**src/source/lsu_defines.svh**
```systemverilog
`ifndef LSU_DEFINES_SVH
`define LSU_DEFINES_SVH

// ------------------------------------------------------------
// Address and data widths
// ------------------------------------------------------------
`define LSU_PADDR_W 32
`define LSU_XLEN_W 32

// Four words per line
`define LSU_LINE_W 128

// 64 lines, direct mapped
`define LSU_INDEX_W 6

// ------------------------------------------------------------
// Cache read port numbering
// ------------------------------------------------------------
`define LSU_SNOOP_PORT 0
`define LSU_PTW_PORT 1
`define LSU_LD_PORT 2
`define LSU_RD_PORT_NUM 3

`endif
```
**src/source/lsu_pkg.sv**
```systemverilog
`default_nettype none

`include "lsu_defines.svh"

package lsu_pkg;

  // Result of one cache lookup as seen by a requester
  typedef enum logic [1:0] {
    STATUS_NONE,
    STATUS_HIT,
    STATUS_MISS,
    STATUS_CONFLICT
  } l1d_status_t;

  // One full cache line
  typedef logic [`LSU_LINE_W-1:0] line_t;

endpackage

`default_nettype wire

```
**src/source/l1d_rd_if.sv**
```systemverilog
`timescale 1ns/1ps
`default_nettype none

`include "lsu_defines.svh"

interface l1d_rd_if;

  // Stage s0, request
  logic                    s0_valid;
  logic [`LSU_PADDR_W-1:0] s0_paddr;

  // Stage s1, exactly one flag per request
  logic                    s1_hit;
  logic                    s1_miss;
  logic                    s1_conflict;
  lsu_pkg::line_t          s1_data;

  modport requester (
    output s0_valid, s0_paddr,
    input  s1_hit, s1_miss, s1_conflict, s1_data
  );

  modport cache (
    input  s0_valid, s0_paddr,
    output s1_hit, s1_miss, s1_conflict, s1_data
  );

endinterface

`default_nettype wire

```
**src/source/lsu_side_ports.sv**
```systemverilog
`timescale 1ns/1ps
`default_nettype none

`include "lsu_defines.svh"

module lsu_side_ports (
  input  wire logic                      i_clk,
  input  wire logic                      i_reset_n,

  l1d_rd_if.requester                    ptw_rd,
  l1d_rd_if.requester                    snoop_rd,

  input  wire logic                      i_ptw_req_valid,
  input  wire logic [`LSU_PADDR_W-1:0]   i_ptw_paddr,
  output logic                           o_ptw_resp_valid,
  output lsu_pkg::l1d_status_t           o_ptw_resp_status,
  output logic [`LSU_XLEN_W-1:0]         o_ptw_resp_data,

  input  wire logic                      i_snoop_req_valid,
  input  wire logic [`LSU_PADDR_W-1:0]   i_snoop_paddr,
  output logic                           o_snoop_resp_valid,
  output lsu_pkg::l1d_status_t           o_snoop_resp_status,
  output logic [`LSU_LINE_W/8-1:0]       o_snoop_resp_be,
  output lsu_pkg::line_t                 o_snoop_resp_data
);

  localparam int BYTE_W = $clog2(`LSU_XLEN_W / 8);
  localparam int SEL_W  = $clog2(`LSU_LINE_W / `LSU_XLEN_W);

  logic             r_ptw_resp_valid;
  logic             r_snoop_resp_valid;
  logic [SEL_W-1:0] r_ptw_word_sel;

  function automatic lsu_pkg::l1d_status_t to_status(input logic hit, input logic miss,
                                                     input logic conflict);
    if (conflict) return lsu_pkg::STATUS_CONFLICT;
    if (hit) return lsu_pkg::STATUS_HIT;
    if (miss) return lsu_pkg::STATUS_MISS;
    return lsu_pkg::STATUS_NONE;
  endfunction

  assign ptw_rd.s0_valid   = i_ptw_req_valid;
  assign ptw_rd.s0_paddr   = i_ptw_paddr;
  assign snoop_rd.s0_valid = i_snoop_req_valid;
  assign snoop_rd.s0_paddr = i_snoop_paddr;

  always_ff @(posedge i_clk, negedge i_reset_n) begin
    if (!i_reset_n) begin
      r_ptw_resp_valid   <= 1'b0;
      r_snoop_resp_valid <= 1'b0;
    end else begin
      r_ptw_resp_valid   <= i_ptw_req_valid;
      r_snoop_resp_valid <= i_snoop_req_valid;
    end
  end

  always_ff @(posedge i_clk) begin
    r_ptw_word_sel <= i_ptw_paddr[BYTE_W +: SEL_W];
  end

  // ------------------------------------------------------------
  // PTW returns one word
  // ------------------------------------------------------------
  assign o_ptw_resp_valid  = r_ptw_resp_valid;
  assign o_ptw_resp_status = to_status(ptw_rd.s1_hit, ptw_rd.s1_miss, ptw_rd.s1_conflict);
  assign o_ptw_resp_data   = ptw_rd.s1_data[r_ptw_word_sel * `LSU_XLEN_W +: `LSU_XLEN_W];

  // ------------------------------------------------------------
  // Snoop returns the whole line
  // ------------------------------------------------------------
  assign o_snoop_resp_valid  = r_snoop_resp_valid;
  assign o_snoop_resp_status = to_status(snoop_rd.s1_hit, snoop_rd.s1_miss,
                                         snoop_rd.s1_conflict);
  assign o_snoop_resp_be     = snoop_rd.s1_hit ? '1 : '0;
  assign o_snoop_resp_data   = snoop_rd.s1_data;

endmodule

`default_nettype wire

```
**src/flat_wrapper.sv**
```systemverilog
// flat-port wrapper written by rule: the top's interface ports become plain ports
module lsu_side_ports_flat 
  (i_clk, i_reset_n, i_ptw_req_valid, i_ptw_paddr, o_ptw_resp_valid, o_ptw_resp_status, o_ptw_resp_data, i_snoop_req_valid, i_snoop_paddr, o_snoop_resp_valid, o_snoop_resp_status, o_snoop_resp_be, o_snoop_resp_data, ptw_rd_s0_valid, ptw_rd_s0_paddr, ptw_rd_s1_hit, ptw_rd_s1_miss, ptw_rd_s1_conflict, ptw_rd_s1_data, snoop_rd_s0_valid, snoop_rd_s0_paddr, snoop_rd_s1_hit, snoop_rd_s1_miss, snoop_rd_s1_conflict, snoop_rd_s1_data);
  l1d_rd_if ptw_rd_i ();
  l1d_rd_if snoop_rd_i ();
  input  wire logic i_clk;
  input  wire logic i_reset_n;
  input  wire logic i_ptw_req_valid;
  input  wire logic [`LSU_PADDR_W-1:0] i_ptw_paddr;
  output logic o_ptw_resp_valid;
  output lsu_pkg::l1d_status_t o_ptw_resp_status;
  output logic [`LSU_XLEN_W-1:0] o_ptw_resp_data;
  input  wire logic i_snoop_req_valid;
  input  wire logic [`LSU_PADDR_W-1:0] i_snoop_paddr;
  output logic o_snoop_resp_valid;
  output lsu_pkg::l1d_status_t o_snoop_resp_status;
  output logic [`LSU_LINE_W/8-1:0] o_snoop_resp_be;
  output lsu_pkg::line_t o_snoop_resp_data;
  output wire logic [$bits(ptw_rd_i.s0_valid)-1:0] ptw_rd_s0_valid;
  output wire logic [$bits(ptw_rd_i.s0_paddr)-1:0] ptw_rd_s0_paddr;
  input wire logic [$bits(ptw_rd_i.s1_hit)-1:0] ptw_rd_s1_hit;
  input wire logic [$bits(ptw_rd_i.s1_miss)-1:0] ptw_rd_s1_miss;
  input wire logic [$bits(ptw_rd_i.s1_conflict)-1:0] ptw_rd_s1_conflict;
  input wire logic [$bits(ptw_rd_i.s1_data)-1:0] ptw_rd_s1_data;
  output wire logic [$bits(snoop_rd_i.s0_valid)-1:0] snoop_rd_s0_valid;
  output wire logic [$bits(snoop_rd_i.s0_paddr)-1:0] snoop_rd_s0_paddr;
  input wire logic [$bits(snoop_rd_i.s1_hit)-1:0] snoop_rd_s1_hit;
  input wire logic [$bits(snoop_rd_i.s1_miss)-1:0] snoop_rd_s1_miss;
  input wire logic [$bits(snoop_rd_i.s1_conflict)-1:0] snoop_rd_s1_conflict;
  input wire logic [$bits(snoop_rd_i.s1_data)-1:0] snoop_rd_s1_data;
  assign ptw_rd_s0_valid = ptw_rd_i.s0_valid;
  assign ptw_rd_s0_paddr = ptw_rd_i.s0_paddr;
  assign ptw_rd_i.s1_hit = ptw_rd_s1_hit;
  assign ptw_rd_i.s1_miss = ptw_rd_s1_miss;
  assign ptw_rd_i.s1_conflict = ptw_rd_s1_conflict;
  assign ptw_rd_i.s1_data = ptw_rd_s1_data;
  assign snoop_rd_s0_valid = snoop_rd_i.s0_valid;
  assign snoop_rd_s0_paddr = snoop_rd_i.s0_paddr;
  assign snoop_rd_i.s1_hit = snoop_rd_s1_hit;
  assign snoop_rd_i.s1_miss = snoop_rd_s1_miss;
  assign snoop_rd_i.s1_conflict = snoop_rd_s1_conflict;
  assign snoop_rd_i.s1_data = snoop_rd_s1_data;
  lsu_side_ports u_core (.i_clk(i_clk), .i_reset_n(i_reset_n), .ptw_rd(ptw_rd_i), .snoop_rd(snoop_rd_i), .i_ptw_req_valid(i_ptw_req_valid), .i_ptw_paddr(i_ptw_paddr), .o_ptw_resp_valid(o_ptw_resp_valid), .o_ptw_resp_status(o_ptw_resp_status), .o_ptw_resp_data(o_ptw_resp_data), .i_snoop_req_valid(i_snoop_req_valid), .i_snoop_paddr(i_snoop_paddr), .o_snoop_resp_valid(o_snoop_resp_valid), .o_snoop_resp_status(o_snoop_resp_status), .o_snoop_resp_be(o_snoop_resp_be), .o_snoop_resp_data(o_snoop_resp_data));
endmodule
```
**config.mk**
```make
export PLATFORM = sky130hd
export DESIGN_NAME = lsu_side_ports_flat
export DESIGN_NICKNAME = d
export VERILOG_FILES = /design/src/source/lsu_pkg.sv /design/src/source/l1d_rd_if.sv /design/src/source/lsu_side_ports.sv /design/src/flat_wrapper.sv
export VERILOG_INCLUDE_DIRS = /design/src /design/src/source
export SDC_FILE = /design/constraint.sdc
export NUM_CORES = 1
export LEC_CHECK = 0
export BUFFER_PORTS_ARGS = -buffer_cell sky130_fd_sc_hd__buf_2
export CAP_MARGIN = 0
export CELL_PAD_IN_SITES_DETAIL_PLACEMENT = 0
export CELL_PAD_IN_SITES_GLOBAL_PLACEMENT = 1
export CORE_AREA = 10 10 214 216
export CTS_CLUSTER_DIAMETER = 100
export DETAILED_ROUTE_END_ITERATION = 8
export DIE_AREA = 0 0 224 226
export PLACE_DENSITY_LB_ADDON = 0.1
export SYNTH_ARGS = -nofsm -noshare
export SYNTH_HDL_FRONTEND = slang
export SYNTH_SLANG_ARGS = --single-unit
```
**constraint.sdc**
```tcl
create_clock -name i_clk -period 4.4 [get_ports i_clk]
set_input_delay 1.32 -clock i_clk [delete_from_list [all_inputs] [get_ports i_clk]]
set_output_delay 1.32 -clock i_clk [all_outputs]
set_load 0.02 [all_outputs]
```
### After elaboration in Yosys (flattened, before gate mapping)

Index checks and enable logic that the tools add are counted.
W data, S select, Z words.

* shift-type cells: 1
* mux-type cells: 25

Operator list (number)
* $shiftx A128 B8 Y32: 1
* $mux W2: 12
* $mux W16: 1
* $mux W1: 12

* register bits: 4
* logic and storage cells: 29

### Longest topological paths before layout

Gate-level depths: netlist (run 1).

* word-level depth: 7
* gate-level depth with buffers: 3
* gate-level depth less buffers: 2

### Worst setup path after synthesis (run 1)

OpenSTA, ideal clock, no wires.

* path type: in2out
* start point: input port ptw_rd_s1_data[32]
* end point: output port o_ptw_resp_data[0]
* data arrival time: 1.919 ns
* required time: 3.080 ns
* path slack: 1.161 ns
* stages: 1
* path buffers: 0
* cells stage by stage: mux4_1

* cells in the longest elaborated chain, start to end: 1

RTL lines
* from (decl): line flat_wrapper.sv:24 `input wire logic [$bits(ptw_rd_i.s1_data)-1:0] ptw_rd_s1_data;`
* $shiftx A128 B8 Y32: line lsu_side_ports.sv:66 `` assign o_ptw_resp_data = ptw_rd.s1_data[r_ptw_word_sel * `LSU_XLEN_W +: `LSU_XLEN_W]; ``
* to (decl): line flat_wrapper.sv:12 `` output logic [`LSU_XLEN_W-1:0] o_ptw_resp_data; ``

No other way between the ends.

### Worst setup path after layout (run 1)

Same ends and word-level chain as after synthesis.

==> results.md, run 1 <==
Power:
- The leakage power is 1.10 nW.
- Of the total power, registers draw 11.3%.
- The cell internal power dissipation is 0.278 mW.
- Net switching is 35.1% of the power.
- Across the VDD grid, the largest voltage drop is 0.212 mV.
- In this run, the clock network consumes 33.7% of the power.
- The logic gate share of total power is 55.0%.
- The power density of the placed cells is 164 mW/mm².
- The net load switching power is 0.150 mW.

Synthesis:
- Synthesis inferred 4 register bits.
- The post-synthesis cell type with the largest combined area is sky130_fd_sc_hd__buf_4.
- Summed over its instances, the top area cell type makes up 62.7% of the synthesized netlist area.
- In this run the mean area of a mapped cell was 9.71 µm².
- The post-synthesis cell area is 0.00252 mm².
- The count of unique library cells instantiated by Yosys is 11.
- Summing the sequential cell areas from Yosys gives 3.58% of the chip area.
- After synthesis, the cell types taking the most area are sky130_fd_sc_hd__buf_4, sky130_fd_sc_hd__mux4_2, sky130_fd_sc_hd__buf_12, sky130_fd_sc_hd__mux4_1, sky130_fd_sc_hd__dfrtp_1.
- The synthesized instance count is 259.
- The Yosys step of the flow raised 0 warnings.
- The number of nets in the synthesized netlist is 589.

Floorplanning:
- For this design the top-level I/O count stands at 578.
- The initial utilization of the core area, before any placement, comes to 6.05%.
- The area of the core is 0.0416 mm².
- The die outline width is 224 µm.
- In this run the core area contains 75 standard-cell rows.
- The floorplan step defined a die boundary enclosing 0.0506 mm².
- Measured along the y axis, the die boundary spans 226 µm.

Placed design:
- Routability-driven placement finished with a final weighted congestion of 0.695.
- The cell area after placement is 0.00253 mm².
- The count of port buffers added during placement is 197.

STA:
- The final critical path time including I/O delays and setup is 3.43 ns.
- The transition time at the pin with the least slew margin is 0.924 ns.
- The share of the clock period used by the worst path is 78.0%.
- The maximum clock frequency is 292 MHz.
- Setup violations remaining at the end of the flow were counted as 0.
- Setup repair after global routing left no endpoint under its margin.
- For the final routed database, the setup TNS stands at 0 ns.
- The number of endpoints with negative hold slack in the final report came to 0.
- The final max-slew violation count came to 0.
- Measured against its own limit, the worst slew margin works out to 38.4%.

Critical path:
- At the worst endpoint, the arrival time is 2.11 ns.
- The endpoint class of the critical path is a primary output.
- The required time of the critical path is 3.08 ns.
- By startpoint and endpoint, the worst setup path is classified as input port to primary output.
- The critical-path maximum fanout is 1.
- STA classifies the critical path startpoint as an input port.

Clocking:
- The number of sinks driven by the clock tree is 4.
- The cell chosen for the clock root is sky130_fd_sc_hd__clkbuf_16.
- The clock-pin slew on the worst setup and hold paths is 0.03 ns.
- The clock passes through at most 2 buffers.
- The number of buffers inserted by hold repair at cts is 0.
- Gates resized during post-CTS repair numbered 0.
- TritonCTS built the clock tree.
- The number of levels the H-tree was split into is 1.
- The number of clock buffers added by TritonCTS is 3.
- The number of setup buffers added after CTS is 0.

Layout:
- The number of fillers in the final layout is 4898.
- The flip-flop and latch area is 92.6 µm².
- Summing all multi-input logic gate instances after layout gives 756 µm².
- Compared with the post-synthesis result, the final layout area differs by 4.03%.
- For this run, the post-layout net count is 576.
- Summing all non-filler instances in the final layout gives an area of 0.00262 mm².
- The ratio of cells with drive above 1 in the final layout is 96.3%.

Routing:
- In the routed layout, each cell is associated on average with a via count of 2.21.
- The residual DRC count is 0.
- Before antenna repair, the detailed router went through 4 iterations.
- In this run the remaining antenna-violating nets after routing total 0.
- The detailed-route wire length is 12.3 mm.
- The first routing iteration left 11 violations.
- The detail-routed net length per standard cell is 15.7 µm.
- The routed via count is 1743.

Global routing:
- The number of global-route vias before repair was 2173.
- The number of antenna violations at the first check in global routing was 7.
- The first global-routing pass estimated 16.4 mm of wire.
- The largest net degree at the start of global routing is 33.
- The total global routing overflow is 0.
- The overall fraction of global-route tracks in use is 4.43%.

Run:
- The reported max-cap violation count is 0.

Worst hold path:
- The min-delay analysis places its worst path in the category input port to asynchronous set/reset pin.

Run status:
- The flow ran to the end, and the final reports show no timing, DRC or antenna violations.
final timing paths:
path	to	slack [ns]	start	depth (start not counted)
worst max-delay path	o_ptw_resp_data[0]	0.97	ptw_rd_s1_data[32]	3
worst min-delay path	u_core.o_snoop_resp_valid	0.87	i_reset_n	1
max in group asynchronous	u_core.o_ptw_resp_valid	3.43	i_reset_n	1
min in group i_clk	u_core.o_ptw_resp_valid	1.22	i_ptw_req_valid	1
stage by stage:
stage / instances / setup slack [ns] / total power, mW / utilization [%] / hold slack, ns
after global routing: 785 / 0.925 / 0.456 / 6.28 / 0.870
after CTS: 784 / 0.947 / 0.440 / 6.28 / 0.872
after detailed placement: 780 / 0.950 / 0.292 / 6.09 / 1.11
after global placement: 780 / 0.942 / 0.294 / 6.09 / 1.11
after floorplan: 259 / 1.16 / 0.439 / - / 1.02
final: 787 / 0.970 / 0.428 / 6.30 / 0.875
metal layers:
layer | wire (µm) | vias up | GRT usage [%] | share of wire (%)
met4 | 1010 | 10 | 3.62 | 8.1
met5 | 88 | - | 0.402 | 0.71
met2 | 5630 | 266 | 7.20 | 46
met1 | 2870 | 741 | 2.95 | 23
met3 | 2750 | 90 | 4.27 | 22
li1 | - | 636 | - | -
layout make-up:
type | instances | area share, %
Timing Repair Buffer | 199 | 38.2
Multi-Input combinational cell | 36 | 28.9
Tap cell | 539 | 25.8
Sequential cell | 4 | 3.54
Clock buffer | 4 | 3.01
Inverter | 2 | 0.287
Antenna cell | 3 | 0.287
cells in the final DEF (no fill, tap or decap):
cell type,count
sky130_fd_sc_hd__inv_1,2
sky130_fd_sc_hd__buf_4,2
sky130_fd_sc_hd__a21o_1,2
sky130_fd_sc_hd__clkbuf_16,3
sky130_fd_sc_hd__diode_2,3
sky130_fd_sc_hd__buf_2,197
sky130_fd_sc_hd__mux4_1,2
sky130_fd_sc_hd__or2_2,2
sky130_fd_sc_hd__dfxtp_2,2
sky130_fd_sc_hd__clkbuf_1,1
sky130_fd_sc_hd__dfrtp_1,2
sky130_fd_sc_hd__mux4_2,30
critical path, cell delays in order:
cell                     delay, ns
sky130_fd_sc_hd__buf_2        0.11
sky130_fd_sc_hd__mux4_1       0.50
sky130_fd_sc_hd__buf_2        0.18
flip-flops by register name, indices dropped and copies added (netlist names):
register,count
u_core.o_snoop_resp_valid,1
u_core.r_ptw_word_sel,2
u_core.o_ptw_resp_valid,1
cell families after synthesis:
logic type             after synthesis  share of synthesized area [%]
flip-flops                           4                           3.58
multiplexers                        32                           28.9
AND/OR/NAND/NOR                      2                          0.497
AO/OA/AOI/OAI                        2                          0.597
buffers and inverters              219                           66.4
cell usage after synthesis (all sizes together):
cell type  number
buf           217
mux4           32
a21o            2
dfrtp           2
dfxtp           2
inv             2
or2             2
power by group through the flow:
| stage | Combinational [mW] | Sequential, mW | Clock (mW) |
|---|---|---|---|
| after detailed placement | 0.242 | 0.0498 | 0 |
| after CTS | 0.243 | 0.0494 | 0.147 |
| final | 0.235 | 0.0484 | 0.144 |
| after floorplan | 0.397 | 0.0413 | 0 |
| after global placement | 0.244 | 0.0500 | 0 |
| after global routing | 0.256 | 0.0498 | 0.150 |
Note: power is estimated with default switching activity, not from simulation.
==> inputs of run 2 (changes only) <==
--- a/config.mk
+++ b/config.mk
@@ -10,10 +10,10 @@
 export CAP_MARGIN = 0
 export CELL_PAD_IN_SITES_DETAIL_PLACEMENT = 0
 export CELL_PAD_IN_SITES_GLOBAL_PLACEMENT = 1
-export CORE_AREA = 10 10 214 216
+export CORE_AREA = 10 10 216 218
 export CTS_CLUSTER_DIAMETER = 100
 export DETAILED_ROUTE_END_ITERATION = 8
-export DIE_AREA = 0 0 224 226
+export DIE_AREA = 0 0 226 228
 export PLACE_DENSITY_LB_ADDON = 0.1
 export SYNTH_ARGS = -nofsm -noshare
 export SYNTH_HDL_FRONTEND = slang
==> constraint.sdc (replaced) <==
create_clock -name i_clk -period 3.33 [get_ports i_clk]
set_input_delay 0.999 -clock i_clk [delete_from_list [all_inputs] [get_ports i_clk]]
set_output_delay 0.999 -clock i_clk [all_outputs]
set_load 0.02 [all_outputs]
==> results.md, run 2 (synthesis results as in run 1) <==
Layout:
- The number of flip-flops in the largest register is 2 (unchanged).
- The ratio of cells with drive above 1 in the final layout is 96.4% (about the same).
- The most flop-heavy register is u_core.r_ptw_word_sel.
- In the layout the commonest cells are sky130_fd_sc_hd__buf_2, sky130_fd_sc_hd__mux4_2, sky130_fd_sc_hd__clkbuf_16, sky130_fd_sc_hd__buf_4.
- The number of fillers in the final layout is 4961 (+1.3%).
- Compared with the post-synthesis result, the final layout area differs by 5.77%.
- The most common cell after layout, fill and taps aside is sky130_fd_sc_hd__buf_2.
- The final instance area came to 0.00266 mm² (+1.7%).
- The post-layout net count is 578 (+0.35%).

Clocking:
- The cell chosen for the clock root is sky130_fd_sc_hd__clkbuf_16.
- The clock tree from TritonCTS is yes.
- The number of levels the H-tree was split into is 1 (unchanged).
- The number of resized instances in the post-cts repair step is 0 (unchanged).
- The number of buffers inserted by hold repair at cts is 0 (unchanged).
- The number of buffers inserted during clock tree synthesis is 3 (unchanged).
- The clock-pin slew on the worst setup and hold paths came to 0.03 ns (about the same).
- The count of buffers added by post-CTS timing repair for setup is 0 (unchanged).
- The maximum count of clock buffers along a single path is 2 (unchanged).
- The number of sinks driven by the clock tree is 4 (unchanged).

Routing:
- The routed via count came to 1774 (+1.8%).
- The detail-routed net length per standard cell came to 16.6 µm (+5.6%).
- The detailed-route wire length is 13.2 mm (+7.2%).
- The iteration count of the initial detailed-routing pass is 4 (unchanged).
- The violation count after the first detailed-route iteration came to 52 (+41).
- The residual DRC count was 0 (unchanged).
- The average vias per placed instance came to 2.22 (+0.25%).
- The number of nets with antenna violations after detailed routing is 0 (unchanged).

Critical path:
- The endpoint arrival time on the critical path is 1.84 ns (-0.27 ns).
- Traced cell by cell, the critical path runs through buf_2 > mux4_1 > buf_2.
- Counting stages on the worst path, the most repeated cell is sky130_fd_sc_hd__buf_2.
- The largest individual stage delay along the critical path comes from the cell sky130_fd_sc_hd__mux4_1.
- The endpoint class of the critical path is a primary output.
- The worst setup path is of the input port to primary output kind.
- The launch point of the worst path is ptw_rd_s1_data[0].
- The kind of launch point of the worst setup path is an input port.
- The stage delay of the slowest cell on the critical path is 0.53 ns (+0.03 ns).
- The required time of the critical path is 2.33 ns (-0.75 ns).
- The critical-path maximum fanout is 1 (unchanged).

Global routing:
- The total global routing overflow came to 0 (unchanged).
- The number of antenna violations at the first check in global routing came to 13 (+6).
- The global-route wire length before repair is 17.3 mm (+5.9%).
- The overall fraction of global-route tracks in use was 4.74% (+0.32 points).
- The largest net degree at the start of global routing is 22 (-33%).
- The global routing usage on met3 is 5.47% (+1.2 points).
- The number of global-route vias before repair is 2188 (+0.69%).
- The global-route track usage on met2 was 6.81% (-0.39 points).
- The global routing's busiest layer is met2.
- The fraction of met1 tracks used by global routing came to 3.29% (+0.35 points).

Floorplanning:
- The overall die area is 0.0515 mm² (+1.8%).
- The vertical extent of the die is 228 µm (+0.88%).
- The number of rows in the core area is 76 (+1.3%).
- The area of the core is 0.0425 mm² (+2.2%).
- The starting utilization of the core area is 5.92% (-0.13 points).
- The die outline width is 226 µm (+0.89%).
- The number of I/O pins is 578 (unchanged).

Run:
- The reported max-cap violation count is 0 (unchanged).

STA:
- The summed negative setup slack over all endpoints is 0 ns (unchanged).
- Setup repair after global routing left no endpoint under its margin.
- The post-layout worst setup margin is 0.495 ns (-0.475 ns).
- The maximum clock frequency is 353 MHz.
- The number of endpoints with negative hold slack in the final report is 0 (unchanged).
- The smallest clock period supported by the final layout is computed as 2.83 ns.
- Dividing the final minimum period by the clock period gives 85.1%.
- The final count of negative-setup-slack endpoints came to 0 (unchanged).
- The tightest hold margin is 0.557 ns (-0.318 ns).
- The final max-slew violation count is 0 (unchanged).
- The remaining max-slew budget at the tightest pin came to 59.5% (+21 points).
- The transition time at the pin with the least slew margin is 0.608 ns (-0.316 ns).

Power:
- The leakage power is 1.11 nW (+1.3%).
- The peak supply drop is 0.157 mV (-26%).
- The power density of the placed cells came to 216 mW/mm² (+32%).

Placed design:
- The estimated wirelength of the detail-placed design is 12.2 mm.
- The weighted congestion reported at the end of routability-driven placement is 0.709 (+1.9%).
- The cell area after placement is 0.00257 mm² (+1.4%).
- The count of port buffers added during placement came to 197 (unchanged).
- The minimum setup slack after placement is 0.473 ns (-0.477 ns).

Run status:
- The run finished with clean final reports.

Worst hold path:
- The worst hold path belongs to the class input port to asynchronous set/reset pin.
[run 2: changes by cell type in the layout (fill, tap and decap cells not counted), sizes merged]
cell   previous run  this run
diode             3         6
buf             199       201
[run 2: routing by layer]
metal / vias to the layer above / wire, µm
met5: - / 85
met4: 14 / 1080
met3: 104 / 3540
met2: 285 / 5290
met1: 726 / 3250
li1: 645 / -
[run 2: per-stage QoR]
step	utilization, %	instances	total power [mW]
after floorplan	-	259	0.579
after CTS	6.23	793	0.590
after global routing	6.25	797	0.612
after global placement	6.04	789	0.396
final	6.26	799	0.576
after detailed placement	6.04	789	0.393
[run 2: worst paths after layout]
kind                                        endpoint  slack (ns)  cells past startpoint
setup / recovery                  o_ptw_resp_data[0]        0.50                      3
hold / removal             u_core.o_snoop_resp_valid        0.56                      1
max in group asynchronous    u_core.o_ptw_resp_valid        2.68                      1
min in group i_clk          u_core.r_ptw_word_sel[1]        0.90                      1
[run 2: critical path: cells and delay by family]
family	cells	cell delay [ns]
mux	1	0.53
buf+inv	2	0.31
[run 2: cell type report]
cell class | instances | area [µm²] | area share [%]
timing repair buffer | 201 | 1030 | 38.6
multi-input combinational | 36 | 756 | 28.4
tap | 546 | 683 | 25.7
sequential | 4 | 92.6 | 3.48
clock buffer | 4 | 78.8 | 2.96
antenna | 6 | 15.0 | 0.564
inverter | 2 | 7.51 | 0.282
[run 2: power by group]
group	switching, mW	internal, mW
registers	0.00928	0.0514
clock network	0.0349	0.158
logic	0.161	0.160
